[src/avg_pkg.sv]
package avg_pkg;

   // sample and average width.
   localparam int SAMPLE_W = 8;

   // samples beyond this count in one burst are dropped.
   localparam int MAX_SAMPLES = 1000;

   // count holds 0 to MAX_SAMPLES.
   localparam int CNT_W = 10;

   // sum holds 255 * MAX_SAMPLES.
   localparam int SUM_W = 18;

   // one quotient bit per iteration.
   localparam int DIV_ITER = SUM_W;
   localparam int ITER_W = $clog2(DIV_ITER + 1);

   typedef struct packed {
      logic [SAMPLE_W-1:0] data;
      logic                valid; // strobe, one sample per cycle while high.
   } sample_t;

   typedef struct packed {
      logic [SAMPLE_W-1:0] avg;       // truncated floor average.
      logic [CNT_W-1:0]    n_samples; // accepted samples of the burst.
   } avg_result_t;

endpackage

[src/ehgu_cntr.sv]
module ehgu_cntr (
   input  logic                      clk,
   input  logic                      rstn,
   input  logic                      sync_clr,
   input  logic                      en,
   output logic [avg_pkg::CNT_W-1:0] cnt
);
   import avg_pkg::*;

   logic [CNT_W-1:0] cnt_next;

   // clear wins over enable; both high counts the first sample of a new burst.
   always_comb begin
      if (sync_clr) begin
         cnt_next = en ? CNT_W'(1) : '0;
      end else if (en) begin
         cnt_next = cnt + 1'b1;
      end else begin
         cnt_next = cnt;
      end
   end

   always_ff @(posedge clk or negedge rstn) begin
      if (!rstn) begin
         cnt <= '0;
      end else begin
         cnt <= cnt_next;
      end
   end

endmodule

[src/avg_divider.sv]
module avg_divider (
   input  logic                      clk,
   input  logic                      rstn,
   input  logic                      div_start,
   input  logic [avg_pkg::SUM_W-1:0] dividend,
   input  logic [avg_pkg::CNT_W-1:0] divisor,
   output logic [avg_pkg::SUM_W-1:0] quotient,
   output logic                      div_done
);
   import avg_pkg::*;

   logic [CNT_W-1:0]  rem;     // partial remainder, always below dvsr.
   logic [CNT_W-1:0]  dvsr;    // divisor captured at start.
   logic [ITER_W-1:0] iter;    // iterations still to run.
   logic [CNT_W:0]    shifted; // remainder with the next dividend bit brought in.
   logic [CNT_W-1:0]  diff;
   logic              fits;
   logic              busy;

   assign busy = (iter != '0);

   // dividend bits leave the top of quotient while quotient bits enter below.
   assign shifted = {rem, quotient[SUM_W-1]};
   assign fits    = (shifted >= {1'b0, dvsr});
   assign diff    = CNT_W'(shifted - {1'b0, dvsr});

   // iteration count and done pulse.
   always_ff @(posedge clk or negedge rstn) begin
      if (!rstn) begin
         iter     <= '0;
         div_done <= 1'b0;
      end else begin
         div_done <= 1'b0;
         if (div_start) begin
            iter <= ITER_W'(DIV_ITER);
         end else if (busy) begin
            iter     <= iter - 1'b1;
            div_done <= (iter == ITER_W'(1)); // last bit lands on this edge.
         end
      end
   end

   // datapath, one restoring step per cycle.
   always_ff @(posedge clk) begin
      if (div_start) begin
         rem      <= '0;
         dvsr     <= divisor;
         quotient <= dividend;
      end else if (busy) begin
         if (fits) begin
            rem <= diff;
         end else begin
            rem <= shifted[CNT_W-1:0]; // below dvsr, so top bit is zero.
         end
         quotient <= {quotient[SUM_W-2:0], fits};
      end
   end

endmodule

[src/sample_avg.sv]
module sample_avg (
   input  logic                      clk,
   input  logic                      rstn,
   input  avg_pkg::sample_t          in,
   input  logic [avg_pkg::CNT_W-1:0] cnt,
   output logic                      cnt_clr,
   output logic                      cnt_en,
   output logic                      div_start,
   output logic [avg_pkg::SUM_W-1:0] dividend,
   output logic [avg_pkg::CNT_W-1:0] divisor,
   input  logic [avg_pkg::SUM_W-1:0] quotient,
   input  logic                      div_done,
   output avg_pkg::avg_result_t      result,
   output logic                      avg_valid
);
   import avg_pkg::*;

   typedef enum logic [1:0] {
      IDLE,
      ACCUM,
      DIVIDE,
      HOLD
   } state_t;

   state_t           state;
   state_t           next_state;
   logic [SUM_W-1:0] sum;
   logic             below_max;
   logic             accept;

   always_ff @(posedge clk or negedge rstn) begin
      if (!rstn) begin
         state <= IDLE;
      end else begin
         state <= next_state;
      end
   end

   always_comb begin
      next_state = state;
      case (state)
         IDLE: begin
            if (in.valid) begin
               next_state = ACCUM;
            end
         end
         ACCUM: begin
            if (!in.valid) begin
               next_state = DIVIDE; // burst ended, divider starts now.
            end
         end
         DIVIDE: begin
            if (div_done) begin
               next_state = HOLD;
            end
         end
         HOLD: begin
            if (in.valid) begin
               next_state = ACCUM;
            end
         end
         default: begin
            next_state = IDLE;
         end
      endcase
   end

   // a new burst restarts the count even if the old one hit the limit.
   assign below_max = (cnt < CNT_W'(MAX_SAMPLES));
   assign cnt_clr   = (state == HOLD) && in.valid;
   assign accept    = in.valid && (state != DIVIDE) && (cnt_clr || below_max);
   assign cnt_en    = accept;

   assign div_start = (state == ACCUM) && !in.valid;
   assign dividend  = sum;
   assign divisor   = cnt;

   always_ff @(posedge clk or negedge rstn) begin
      if (!rstn) begin
         sum <= '0;
      end else if (accept) begin
         if (cnt_clr) begin
            sum <= SUM_W'(in.data);
         end else begin
            sum <= sum + SUM_W'(in.data);
         end
      end
   end

   // result stays put until the next division completes.
   always_ff @(posedge clk or negedge rstn) begin
      if (!rstn) begin
         result <= '0;
      end else if ((state == DIVIDE) && div_done) begin
         result.avg       <= quotient[SAMPLE_W-1:0];
         result.n_samples <= cnt;
      end
   end

   always_ff @(posedge clk or negedge rstn) begin
      if (!rstn) begin
         avg_valid <= 1'b0;
      end else begin
         avg_valid <= (state == HOLD); // one edge behind the state.
      end
   end

endmodule

[src/avg_top.sv]
module avg_top (
   input  logic                 clk,
   input  logic                 rstn,
   input  avg_pkg::sample_t     in,
   output avg_pkg::avg_result_t result,
   output logic                 avg_valid
);
   import avg_pkg::*;

   logic             cnt_clr;
   logic             cnt_en;
   logic [CNT_W-1:0] cnt;
   logic             div_start;
   logic             div_done;
   logic [SUM_W-1:0] dividend;
   logic [CNT_W-1:0] divisor;
   logic [SUM_W-1:0] quotient;

   sample_avg sample_avg_inst (
      .clk       (clk),
      .rstn      (rstn),
      .in        (in),
      .cnt       (cnt),
      .cnt_clr   (cnt_clr),
      .cnt_en    (cnt_en),
      .div_start (div_start),
      .dividend  (dividend),
      .divisor   (divisor),
      .quotient  (quotient),
      .div_done  (div_done),
      .result    (result),
      .avg_valid (avg_valid)
   );

   ehgu_cntr cntr_inst (
      .clk      (clk),
      .rstn     (rstn),
      .sync_clr (cnt_clr),
      .en       (cnt_en),
      .cnt      (cnt)
   );

   avg_divider divider_inst (
      .clk       (clk),
      .rstn      (rstn),
      .div_start (div_start),
      .dividend  (dividend),
      .divisor   (divisor),
      .quotient  (quotient),
      .div_done  (div_done)
   );

endmodule

[config.mk]
export PLATFORM = sky130hd
export DESIGN_NAME = avg_top
export DESIGN_NICKNAME = d
export VERILOG_FILES = /design/src/avg_pkg.sv /design/src/ehgu_cntr.sv /design/src/avg_divider.sv /design/src/sample_avg.sv /design/src/avg_top.sv
export SDC_FILE = /design/constraint.sdc
export NUM_CORES = 1
export LEC_CHECK = 0
export ABC_AREA = 1
export BUFFER_PORTS_ARGS = -buffer_cell sky130_fd_sc_hd__buf_2
export CAP_MARGIN = 20
export CORE_ASPECT_RATIO = 1.1
export CORE_MARGIN = 1
export CORE_UTILIZATION = 50
export CTS_CLUSTER_DIAMETER = 60
export CTS_CLUSTER_SIZE = 10
export DETAILED_ROUTE_END_ITERATION = 7
export GPL_ROUTABILITY_DRIVEN = 0
export PLACE_DENSITY = 0.76
export SLEW_MARGIN = 5
export SYNTH_ARGS = -nofsm -noshare
export SYNTH_HDL_FRONTEND = slang
export SYNTH_SLANG_ARGS = --single-unit
[constraint.sdc]
create_clock -name clk -period 4.94 [get_ports clk]
set_input_delay 0.247 -clock clk [delete_from_list [all_inputs] [get_ports clk]]
set_output_delay 0.247 -clock clk [all_outputs]
set_load 0.02 [all_outputs]
After elaboration in Yosys (flattened, before gate mapping)
Index checks and enable logic that the tools add are counted.
- eq/ne operators: 8
- shift-type cells: 0
- $add $sub $neg: 4
- muxes and demuxes: 15
- reduce and logical (&&, ||, !) cells: 13
- divide/modulo/power cells: 0
- order comparisons: 2
- multipliers: 0
- bitwise gates (word level): 0
- operator list (operator ; count):
    two-way mux 18 bit ; 3
    two-way mux 10 bit ; 3
    adder 18 x 8 -> 18 bit ; 1
    >= comparator 11 x 10 -> 1 bit ; 1
    adder 10 x 1 -> 10 bit, second input constant ; 1
    < comparator 10 bit, second input constant ; 1
    two-way mux 5 bit ; 2
    subtractor 10 bit ; 1
    two-way mux 2 bit ; 3
    case mux 2 bit (3 select lines) ; 1
    == test 5 x 1 -> 1 bit, second input constant ; 1
    logical AND 1 bit ; 5
    nonzero test 5 bit ; 1
    subtractor 5 x 1 -> 5 bit, second input constant ; 1
    == test 2 bit, second input constant ; 2
    inequality test 2 x 1 -> 1 bit, second input constant ; 2
    inequality test 2 bit, second input constant ; 2
    nonzero test 2 bit ; 2
    two-way mux 1 bit ; 3
    AND reduction 3 bit ; 1
    == test 2 x 1 -> 1 bit, second input constant ; 1
    logical NOT 2 bit ; 1
    OR reduction 2 bit ; 1
    logical NOT 1 bit ; 1
    logical OR 1 bit ; 1
- memories: 0
- bits in registers: 93
- output and inout bits: 19
- word-level logic and storage cells: 53
- memory bits (writable): 0
- latch bits: 0
- bits of input ports: 11
- ROM bits: 0

Depth between registers and ports, before layout
Gate-level depths: netlist of the first run.
- word-level depth: 6
- gate-level depth with buffers: 13
- depth with buffers taken out: 13

Modules after synthesis
A second synthesis of the first run with hierarchy kept.
- cells, all modules: 671
- area total of the unflattened synthesis: 5452.7 µm²
- by module, submodules not included (module ; cells each ; times used ; sequential area each (µm²) ; area each (µm²)):
    avg_divider ; 297 ; 1 ; 1191.1 ; 2501.1
    sample_avg ; 301 ; 1 ; 975.9 ; 2406.1
    ehgu_cntr ; 73 ; 1 ; 250.2 ; 545.5

Worst setup path before layout of the first run
OpenSTA, ideal clock, no wires.
- path kind: register to register
- from: register sample_avg_inst.state[1]
- to: register divider_inst.quotient[1] (netlist name), data pin
- clock period less this slack: 1738 ps
- path buffers: 1
- setup slack: 3202 ps
- cell stages (with the launch flop): 7
- library setup time: 281 ps
- data arrival time: 1457 ps
- cells stage by stage: dfrtp_1 -> inv_1 -> ha_1 -> inv_1 -> nor2_2 -> clkbuf_1 -> o21ai_0
- longest elaborated chain between the ends: 3
- RTL lines (item ; RTL line ; source):
    from (decl) ; sample_avg.sv:25 ; state_t state;
    from (signal assigned) ; sample_avg.sv:35 ; state <= next_state;
    == test 2 x 1 -> 1 bit ; sample_avg.sv:74 ; assign div_start = (state == ACCUM) && !in.valid;
    logical AND 1 bit ; sample_avg.sv:74 ;
    named net div_start ; avg_top.sv:13 ; logic div_start;
    two-way mux 18 bit ; avg_divider.sv:45 ; if (div_start) begin
    to (signal assigned) ; avg_divider.sv:48 ; quotient <= dividend;
    to (signal assigned) ; avg_divider.sv:55 ; quotient <= {quotient[SUM_W-2:0], fits};
    to (decl) ; avg_divider.sv:7 ; output logic [avg_pkg::SUM_W-1:0] quotient,
The timed path passes the listed nets, and every way through them passes these cells.
A chain may end at the register's enable or synchronous reset.

Worst setup path after layout of the first run
- from: register sample_avg_inst.state[1]
- to: register divider_inst.quotient[7] (netlist name) (enable)
- longest elaborated chain between the ends: 3
- RTL lines (item ; RTL line):
    == test 2 x 1 -> 1 bit ; sample_avg.sv:74
    logical AND 1 bit ; sample_avg.sv:74
    nonzero test 2 bit (no source line) ; n/a
Every way passes these cells.

==> out/results.ini, run 1 <==
[global_route]
first_global_vias = 3902
met1_usage_pct = 28.7
grt_overflow = 0
use_met2_pct = 34.7
grt_max_degree = 56
top_usage_layer = met2
met3_usage_pct = 3.88
grt_pass1_wl_um = 17800
track_usage_pct = 21.3
antenna_found_initial = 0

[clock_tree]
cts.repair.resized = 0
clk_latency_ns = 0.37
cts.clk_slew.worst_paths_ns = 0.09
clock_path_buffers = 2
cts-hold-fix-buffers = 0
cts_tree = yes
postCtsSetupBuffers = 0
clock-sinks = 93
cts_root_buf = clkbuf_8
numCtsBuffers = 9
cts.htree.levels = 3

[routing]
final_antenna_net_count = 0
drt_pass1_iterations = 7
vias = 4174
wl_per_cell_um = 13.0
route.detailed.drc = 0
vias_per_cell = 5.28
drt-initial-drc-count = 242
wl_um = 10300

[pwr]
cellLeakagePower_nw = 2.81
power_density_nw_per_um2 = 635
max-vdd-ir-drop_uv = 253

[setup_path]
start_kind = flip-flop
path_max_fanout = 35
cp.required_ns = 4.92
critPathKind = reg -> reg
crit_arrival_ns = 2.56
end_kind = flip-flop

[sta]
holdWs_ns = -0.00258
worst_pin_slew_ns = 0.873
min_period_ns = 2.58
hold_viol = 12
period_share_pct = 52.2
skew_ns = 0.0142
setup_tns_ns = 0
drv_slew = 0
setup_viol = 0
max-slew-margin-rel_pct = 41.6
fmax_mhz = 388
rsz0062_at_grt = no

[cells_and_area]
layout_common_cells = 180 x nand2_1, 85 x inv_1, 55 x dfrtp_1
drive_above_1_share_pct = 10.7
fin_nets = 703
stdcell_area_um2 = 5550
final_common_cell = nand2_1
antennaDiodeCount = 0
area_delta_synth_final_pct = 8.48

[floorplan]
die_w_um = 98.5
fp.dieH_um = 108
dieArea_um2 = 10600
io-pin-count = 30
rows = 38
coreArea_um2 = 9890
start_util_pct = 51.8

[yosys]
ys_types = 39
syn_avg_cell_area_um2 = 8.04
synth_warnings = 0
synth_flop_cell = dfrtp_1
syn-num-nets = 675
synthCells = 637
synthArstFlopShare_pct = 59.1
ys_seq_elements = 93
syn_area_um2 = 5120
synth_edf_count = 28
ys_seq_area_share_pct = 47.2

[status]
status = finished, violations left
failed_checks = hold timing

[min_path]
hold_class = in -> async

[placed_design]
dpl-instance-area_um2 = 5350
io_buffers = 29
hpwl_um = 7710

[job]
drv_cap = 0

==> kinds of logic (layout without fill, tap and decap cells) <==
group	Yosys count	in the layout	synth area share, %
xor+xnor	9	9	1.54
compound gates	92	92	9.56
flops	93	93	47.2
mux	3	3	0.660
fa+ha+maj	27	27	6.89
buf+inv	103	136	8.11
simple gates	310	310	26.0
==> power breakdown <==
group / internal, mW / switching [mW]
clock network: 0.247 / 0.247
registers: 1.14 / 0.221
logic: 0.600 / 1.07
total: 1.99 / 1.54
==> registers in the layout, summed over array words and instances (netlist names) <==
register and count:
divider_inst.quotient 18, sample_avg_inst.dividend 18, sample_avg_inst.result 18, cntr_inst.cnt 10, divider_inst.dvsr 10, divider_inst.rem 10, divider_inst.iter 5, sample_avg_inst.state 2
divider_inst.div_done 1, sample_avg_inst.avg_valid 1
==> layout make-up <==
type / instances / area (um^2)
clock buffer: 12 / 145
tap: 120 / 150
timing repair buffer: 32 / 175
fill: 938 / 4340
multi-input combinational: 441 / 2290
inverter: 88 / 330
clock inverter: 4 / 48.8
sequential: 93 / 2420
==> critical path: stages (launching register included) <==
cell	delay (ns)
dfrtp_1	0.40
inv_1	0.07
ha_1	0.19
inv_1	0.09
nor2_2	0.05
buf_4	0.23
nor2_1	0.61
inv_1	0.55
==> per-stage QoR <==
stage	cells	total power [mW]	util [%]	setup slack, ns
detailed placement	773	3.04	54.0	2.36
finish	790	3.53	56.2	2.36
global placement	773	2.97	54.0	2.48
CTS	789	3.55	56.0	2.33
global route	790	3.88	56.2	2.10
floorplan	637	2.65	-	3.20
==> worst paths after layout <==
path / endpoint / cells after the start / startpoint / slack, ns
worst min register to register: divider_inst.rem[8] / 2 / divider_inst.rem[8] / 0.48
worst max register to register: divider_inst.quotient[7] / 7 / sample_avg_inst.state[1] / 2.36
worst max-delay path: divider_inst.quotient[7] / 7 / sample_avg_inst.state[1] / 2.36
max in group asynchronous: cntr_inst.cnt[0] / 2 / rstn / 4.47
min in group clk: sample_avg_inst.dividend[0] / 3 / in[1] / 0.17
worst min-delay path: sample_avg_inst.result[13] / 2 / rstn / -0.003
==> cells in the mapped netlist (all sizes together) (2+ instances only) <==
master	count	share of area (%)
nand2	186	14
inv	87	6.4
dfrtp	55	27
o21ai	55	5.4
nor2	54	4.3
nand3	45	4.9
edfxtp	28	16
a21oi	27	2.8
ha	25	6.1
dfxtp	10	3.9
nor3	10	0.98
clkbuf	9	0.66
nand4	8	0.98
buf	6	1.0
xor2	5	0.86
a31oi	4	0.49
xnor2	4	0.68
mux2	3	0.66
or2	3	0.37
fa	2	0.78
nand3b	2	0.29
o21a	2	0.29
==> routing by layer <==
layer	vias to the layer above	share of wire [%]
met5	-	0
met4	0	1.9
met3	14	3.6
li1	2119	-
met1	1963	48
met2	78	46
Note: power is estimated with default switching activity, not from simulation.
==> run 2, diff against run 1 <==
--- a/config.mk
+++ b/config.mk
@@ -15,7 +15,7 @@
 export CTS_CLUSTER_SIZE = 10
 export DETAILED_ROUTE_END_ITERATION = 7
 export GPL_ROUTABILITY_DRIVEN = 0
-export PLACE_DENSITY = 0.76
+export PLACE_DENSITY = 0.78
 export SLEW_MARGIN = 5
 export SYNTH_ARGS = -nofsm -noshare
 export SYNTH_HDL_FRONTEND = slang
==> constraint.sdc (replaced) <==
create_clock -name clk -period 2.3 [get_ports clk]
set_input_delay 0.115 -clock clk [delete_from_list [all_inputs] [get_ports clk]]
set_output_delay 0.115 -clock clk [all_outputs]
set_load 0.02 [all_outputs]
==> run 2 against run 1 <==
The run now ends clean. Maximum frequency rose by 30%. Non-clock buffer count rose by 7. Routed wire length rose by 6.3%. Count of clock-buffer cells in the layout fell by 1. Combinational power rose by 120%. Worst hold slack improved by 0.024 ns. Design area rose by 0.52%. Sequential share of layout area fell by 0.22 points. Critical endpoint is now sample_avg_inst.dividend[16].
==> out/results.ini, run 2 (synthesis results as in run 1) <==
[routing]
vias = 4211
drt_pass1_iterations = 7
final_antenna_net_count = 0
wl_um = 10900
route.detailed.drc = 0
drt-initial-drc-count = 229
wl_per_cell_um = 13.7
vias_per_cell = 5.28

[global_route]
use_met2_pct = 37.3
grt_pass1_wl_um = 18500
met3_usage_pct = 3.94
antenna_found_initial = 0
first_global_vias = 4067
track_usage_pct = 22.2
met1_usage_pct = 29.0
grt_overflow = 0
grt_max_degree = 33
top_usage_layer = met2

[setup_path]
worstSetupStartpoint = sample_avg_inst.dividend[0]
crit_arrival_ns = 2.25
path_cells = ha_1 -> fa_1 -> nand3_1 -> nand2_1 -> nand2_1 -> nand3_1 -> nand2_1 -> nand2_1 -> nand4_1 -> nand2_1
cp_slowest_cell = dfrtp_1
r2r_start = sample_avg_inst.dividend[0]
cp.required_ns = 2.56
critPathKind = reg -> reg
r2r-end = sample_avg_inst.dividend[16]
crit_top_cell = nand2_1
path_max_fanout = 4
rr_worst_depth = 10
regToRegSetupSlack_ns = 0.31
start_kind = flip-flop
end_kind = flip-flop
cp_slowest_stage_delay_ns = 0.43

[clock_tree]
cts.clk_slew.worst_paths_ns = 0.09
cts_root_buf = clkbuf_8
cts.repair.resized = 0
clock-sinks = 93
cts_tree = yes
postCtsSetupBuffers = 0
clock_path_buffers = 2
cts.htree.levels = 3
clk_latency_ns = 0.36
numCtsBuffers = 9

[sta]
hold_viol = 0
drv_slew = 0
max-slew-margin-rel_pct = 43.7
setup_tns_ns = 0
rsz0062_at_grt = no
setup_viol = 0
min_period_ns = 1.99
worst_pin_slew_ns = 0.841
skew_ns = 0.0106
period_share_pct = 86.5
fmax_mhz = 503

[placed_design]
hpwl_um = 8200
io_buffers = 29
dpl-instance-area_um2 = 5400

[floorplan]
die_w_um = 98.5
io-pin-count = 30
start_util_pct = 51.8
coreArea_um2 = 9890
rows = 38
fp.dieH_um = 108
dieArea_um2 = 10600

[job]
drv_cap = 0

[min_path]
hold_class = in -> reg
holdPathStages = 3
whs_endpoint = sample_avg_inst.dividend[0]
min-delay-start = in[1]

[pwr]
pwr-share-comb_pct = 48.1
p_switching_mw = 3.38
p_int_mw = 4.19
cellLeakagePower_nw = 2.83
switching_share_pct = 44.6
max-vdd-ir-drop_uv = 658
pwr-share-seq_pct = 38.6
power_density_nw_per_um2 = 1360
clock_power_share_pct = 13.2

[cells_and_area]
fillers = 896
layout_common_cells = 180 x nand2_1, 85 x inv_1, 55 x dfrtp_1
multi_input_area_um2 = 2290
final_common_cell = nand2_1
stdcell_area_um2 = 5580
regArea_um2 = 2420
area_delta_synth_final_pct = 9.04
antennaDiodeCount = 0
drive_above_1_share_pct = 11.7
fin_nets = 710

[status]
status = completed

[run 2: changes by cell type in the layout (fill, tap and decap cells not counted), sizes merged]
| cell | delta |
|---|---|
| buf | +6 |
| bufinv | -1 |
| clkbuf | -1 |
| dlygate4sd3 | +1 |
| inv | +2 |
[run 2: worst max path at each step]
| stage | to | slack, ns |
|---|---|---|
| after CTS | sample_avg_inst.dividend[10] | 0.30 |
| after floorplan | divider_inst.quotient[1] | 0.56 |
| final | sample_avg_inst.dividend[16] | 0.31 |
| after global routing | divider_inst.rem[2] | 0.12 |
| after detailed placement | sample_avg_inst.dividend[10] | 0.32 |
| after global placement | divider_inst.quotient[0] | 0.36 |
[run 2: critical path: cells and delay by family (launching register included)]
family                     cells  cell delay (ns)
and+or+nand+nor                8             0.76
adders and majority gates      2             0.70
DFF                            1             0.43
[run 2: layout make-up]
cell class / instances / share of cell area [%]
clock buffers: 11 / 2.53
well taps: 120 / 2.69
repair buffers: 39 / 3.99
clock inverters: 5 / 0.605
inverters: 88 / 5.92
multi-input cells: 441 / 41.0
flip-flops and latches: 93 / 43.3
[run 2: metal layers]
layer | wire (um) | part of all wire, %
met5 | 0 | 0
met1 | 4980 | 46
met4 | 114 | 1.0
met3 | 473 | 4.3
met2 | 5360 | 49
[run 2: timing repair]
action,CTS,global route
hold buffers,1,0
endpoints found under the hold margin,30,0
setup endpoints to repair,0,0
[run 2: metrics by stage]
stage                     hold WS, ns  util [%]  cells  total power [mW]  worst slack [ns]
after floorplan                -0.181         -    637              5.70             0.562
after global placement          0.220      54.6    780              6.41             0.359
after detailed placement        0.243      54.6    780              6.59             0.318
after CTS                     0.00661      56.5    797              7.60             0.296
after global routing           0.0227      56.5    797              8.30             0.117
final                          0.0214      56.5    797              7.57             0.310
[run 2: power groups by stage]
stage	Sequential (mW)	Clock, mW	Combinational [mW]
2_1_floorplan	2.90	0	2.80
3_3_place_gp	2.91	0	3.50
3_5_place_dp	2.95	0	3.64
4_1_cts	2.92	1.02	3.66
5_1_grt	3.00	1.09	4.21
6_report	2.93	1.00	3.64
==> run 3, diff against run 2 <==
--- a/config.mk
+++ b/config.mk
@@ -10,13 +10,14 @@
 export CAP_MARGIN = 20
 export CORE_ASPECT_RATIO = 1.1
 export CORE_MARGIN = 1
-export CORE_UTILIZATION = 50
+export CORE_UTILIZATION = 26
 export CTS_CLUSTER_DIAMETER = 60
 export CTS_CLUSTER_SIZE = 10
 export DETAILED_ROUTE_END_ITERATION = 7
 export GPL_ROUTABILITY_DRIVEN = 0
-export PLACE_DENSITY = 0.78
-export SLEW_MARGIN = 5
+export PLACE_DENSITY = 0.5
+export RECOVER_POWER = 25
+export SLEW_MARGIN = 20
 export SYNTH_ARGS = -nofsm -noshare
 export SYNTH_HDL_FRONTEND = slang
 export SYNTH_SLANG_ARGS = --single-unit
==> run 3 against run 2 <==
Combinational power is essentially flat. Global-route usage shrank 9.3 points. Via count shrank 3.3%. Power grew 5.9%. Setup slack gained 0.033 ns. Design area grew 5.2%. Count of clock-buffer cells in the layout shrank 2. Maximum frequency grew 1.7%. Sequential cell count is the same. Critical path depth is the same. Non-clock buffer count grew 2. Clock skew shrank 0.0014 ns. Largest cell class unchanged.
==> out/results.ini, run 3 (synthesis results as in run 1) <==
[setup_path]
critPathTopFamily = simple AND/OR/NAND/NOR gates
path_cells = ha_1 -> fa_1 -> nand3_1 -> nand2_1 -> nand2_1 -> nand3_1 -> nand3_1 -> nand2_1 -> inv_1 -> nor2_1
r2r_start = sample_avg_inst.dividend[0]
start_kind = flip-flop
cp_slowest_cell = dfrtp_1
regToRegSetupSlack_ns = 0.34
worst-path-buf-inv = 1
crit_arrival_ns = 2.20
rr_worst_depth = 10
path_max_fanout = 4
end_kind = flip-flop
critPathKind = reg -> reg
cp_slowest_stage_delay_ns = 0.43
r2r-end = sample_avg_inst.dividend[10]
cp.required_ns = 2.54

[cells_and_area]
stdcell_area_um2 = 5870
fin_nets = 712
layout_common_cells = 180 x nand2_1, 85 x inv_1, 55 x dfrtp_1
fillers = 2066
drive_above_1_share_pct = 11.9
antennaDiodeCount = 0
area_delta_synth_final_pct = 14.7
final_common_cell = nand2_1

[placed_design]
io_buffers = 29
hpwl_um = 8770
dpl-instance-area_um2 = 5580

[min_path]
whs_endpoint = sample_avg_inst.dividend[0]
holdPathStages = 3
min-delay-start = in[1]
hold_class = in -> reg

[status]
status = completed

[routing]
vias = 4071
wl_um = 11800
final_antenna_net_count = 0
route.detailed.drc = 0
wl_per_cell_um = 12.7
vias_per_cell = 4.40
drt-initial-drc-count = 240
drt_pass1_iterations = 5

[clock_tree]
cts.htree.levels = 3
cts_tree = yes
postCtsSetupBuffers = 0
cts.clk_slew.worst_paths_ns = 0.07
clk_latency_ns = 0.35
cts.repair.resized = 0
numCtsBuffers = 9
cts-hold-fix-buffers = 1
clock-sinks = 93
cts_root_buf = clkbuf_16
clock_path_buffers = 2

[global_route]
grt_pass1_wl_um = 20200
antenna_found_initial = 0
first_global_vias = 3889
grt_max_degree = 42
track_usage_pct = 12.9
grt_overflow = 0

[floorplan]
coreArea_um2 = 19200
io-pin-count = 30
rows = 53
dieArea_um2 = 20300
fp.dieH_um = 149
start_util_pct = 26.6
die_w_um = 136

[pwr]
max-vdd-ir-drop_uv = 412
cellLeakagePower_nw = 2.89
power_density_nw_per_um2 = 1370

[sta]
drv_slew = 0
max-slew-margin-rel_pct = 26.3
setup_tns_ns = 0
worst_pin_slew_ns = 1.11
rsz0062_at_grt = no
fmax_mhz = 511
setup_viol = 0
hold_viol = 0
min_period_ns = 1.96
skew_ns = 0.00914
period_share_pct = 85.1

[job]
drv_cap = 0

-- run 3: cell count changes in the layout (fill, tap and decap cells not counted) --
cell        delta
clkbuf_8      -10
clkbuf_16      +9
clkinv_2       -2
buf_12         +1
clkbuf_1       -1
clkbuf_2       +1
clkinv_1       +1
clkinvlp_4     +1
inv_6          +1
inv_8          +1
-- run 3: how the worst max path moves through the flow --
stage	depth (start not counted)	end	from	slack (ns)
6_report	10	sample_avg_inst.dividend[10]	sample_avg_inst.dividend[0]	0.34
5_1_grt	11	divider_inst.rem[9]	divider_inst.iter[0]	0.11
4_1_cts	11	divider_inst.rem[9]	divider_inst.iter[0]	0.31
3_5_place_dp	11	divider_inst.rem[9]	divider_inst.iter[0]	0.32
3_3_place_gp	10	sample_avg_inst.dividend[16]	sample_avg_inst.dividend[0]	0.35
2_1_floorplan	6	divider_inst.quotient[1]	sample_avg_inst.state[1]	0.56
-- run 3: tightest hold or removal path, delay by kind of cell --
family	cells	cell delay (ns)
simple gates	1	0.06
compound gates	1	0.08
buf+inv	1	0.11
-- run 3: per-layer routing --
layer | global-route usage (%) | part of all wire, % | vias to the layer above
met4 | 4.89 | 1.8 | 0
li1 | - | - | 2145
met5 | 0 | 0 | -
met3 | 2.51 | 2.3 | 15
met1 | 18.2 | 51 | 1863
met2 | 19.4 | 44 | 48
-- run 3: power breakdown --
group | leakage [nW] | internal, mW | switching [mW]
registers | 1.09 | 2.45 | 0.476
logic | 1.66 | 1.33 | 2.31
clock network | 0.136 | 0.748 | 0.695
total | 2.89 | 4.53 | 3.48
-- run 3: cell type report --
type                            instances  area [um^2]  area share, %
Tap cell                              247          309           5.26
Clock buffer                            9          225           3.84
Clock inverter                          7         55.1          0.938
Timing Repair Buffer                   41          248           4.22
Inverter                               88          330           5.63
Multi-Input combinational cell        441         2290           39.0
Sequential cell                        93         2420           41.2
-- run 3: through the flow --
step	util [%]	hold WS (ns)	setup slack, ns	power (mW)	cells
2_1_floorplan	-	-0.181	0.562	5.70	637
3_3_place_gp	29.0	0.246	0.353	6.62	909
3_5_place_dp	29.0	0.243	0.318	6.64	909
4_1_cts	30.5	0.0237	0.307	8.13	926
5_1_grt	30.5	0.0474	0.111	8.85	926
6_report	30.5	0.0434	0.343	8.02	926
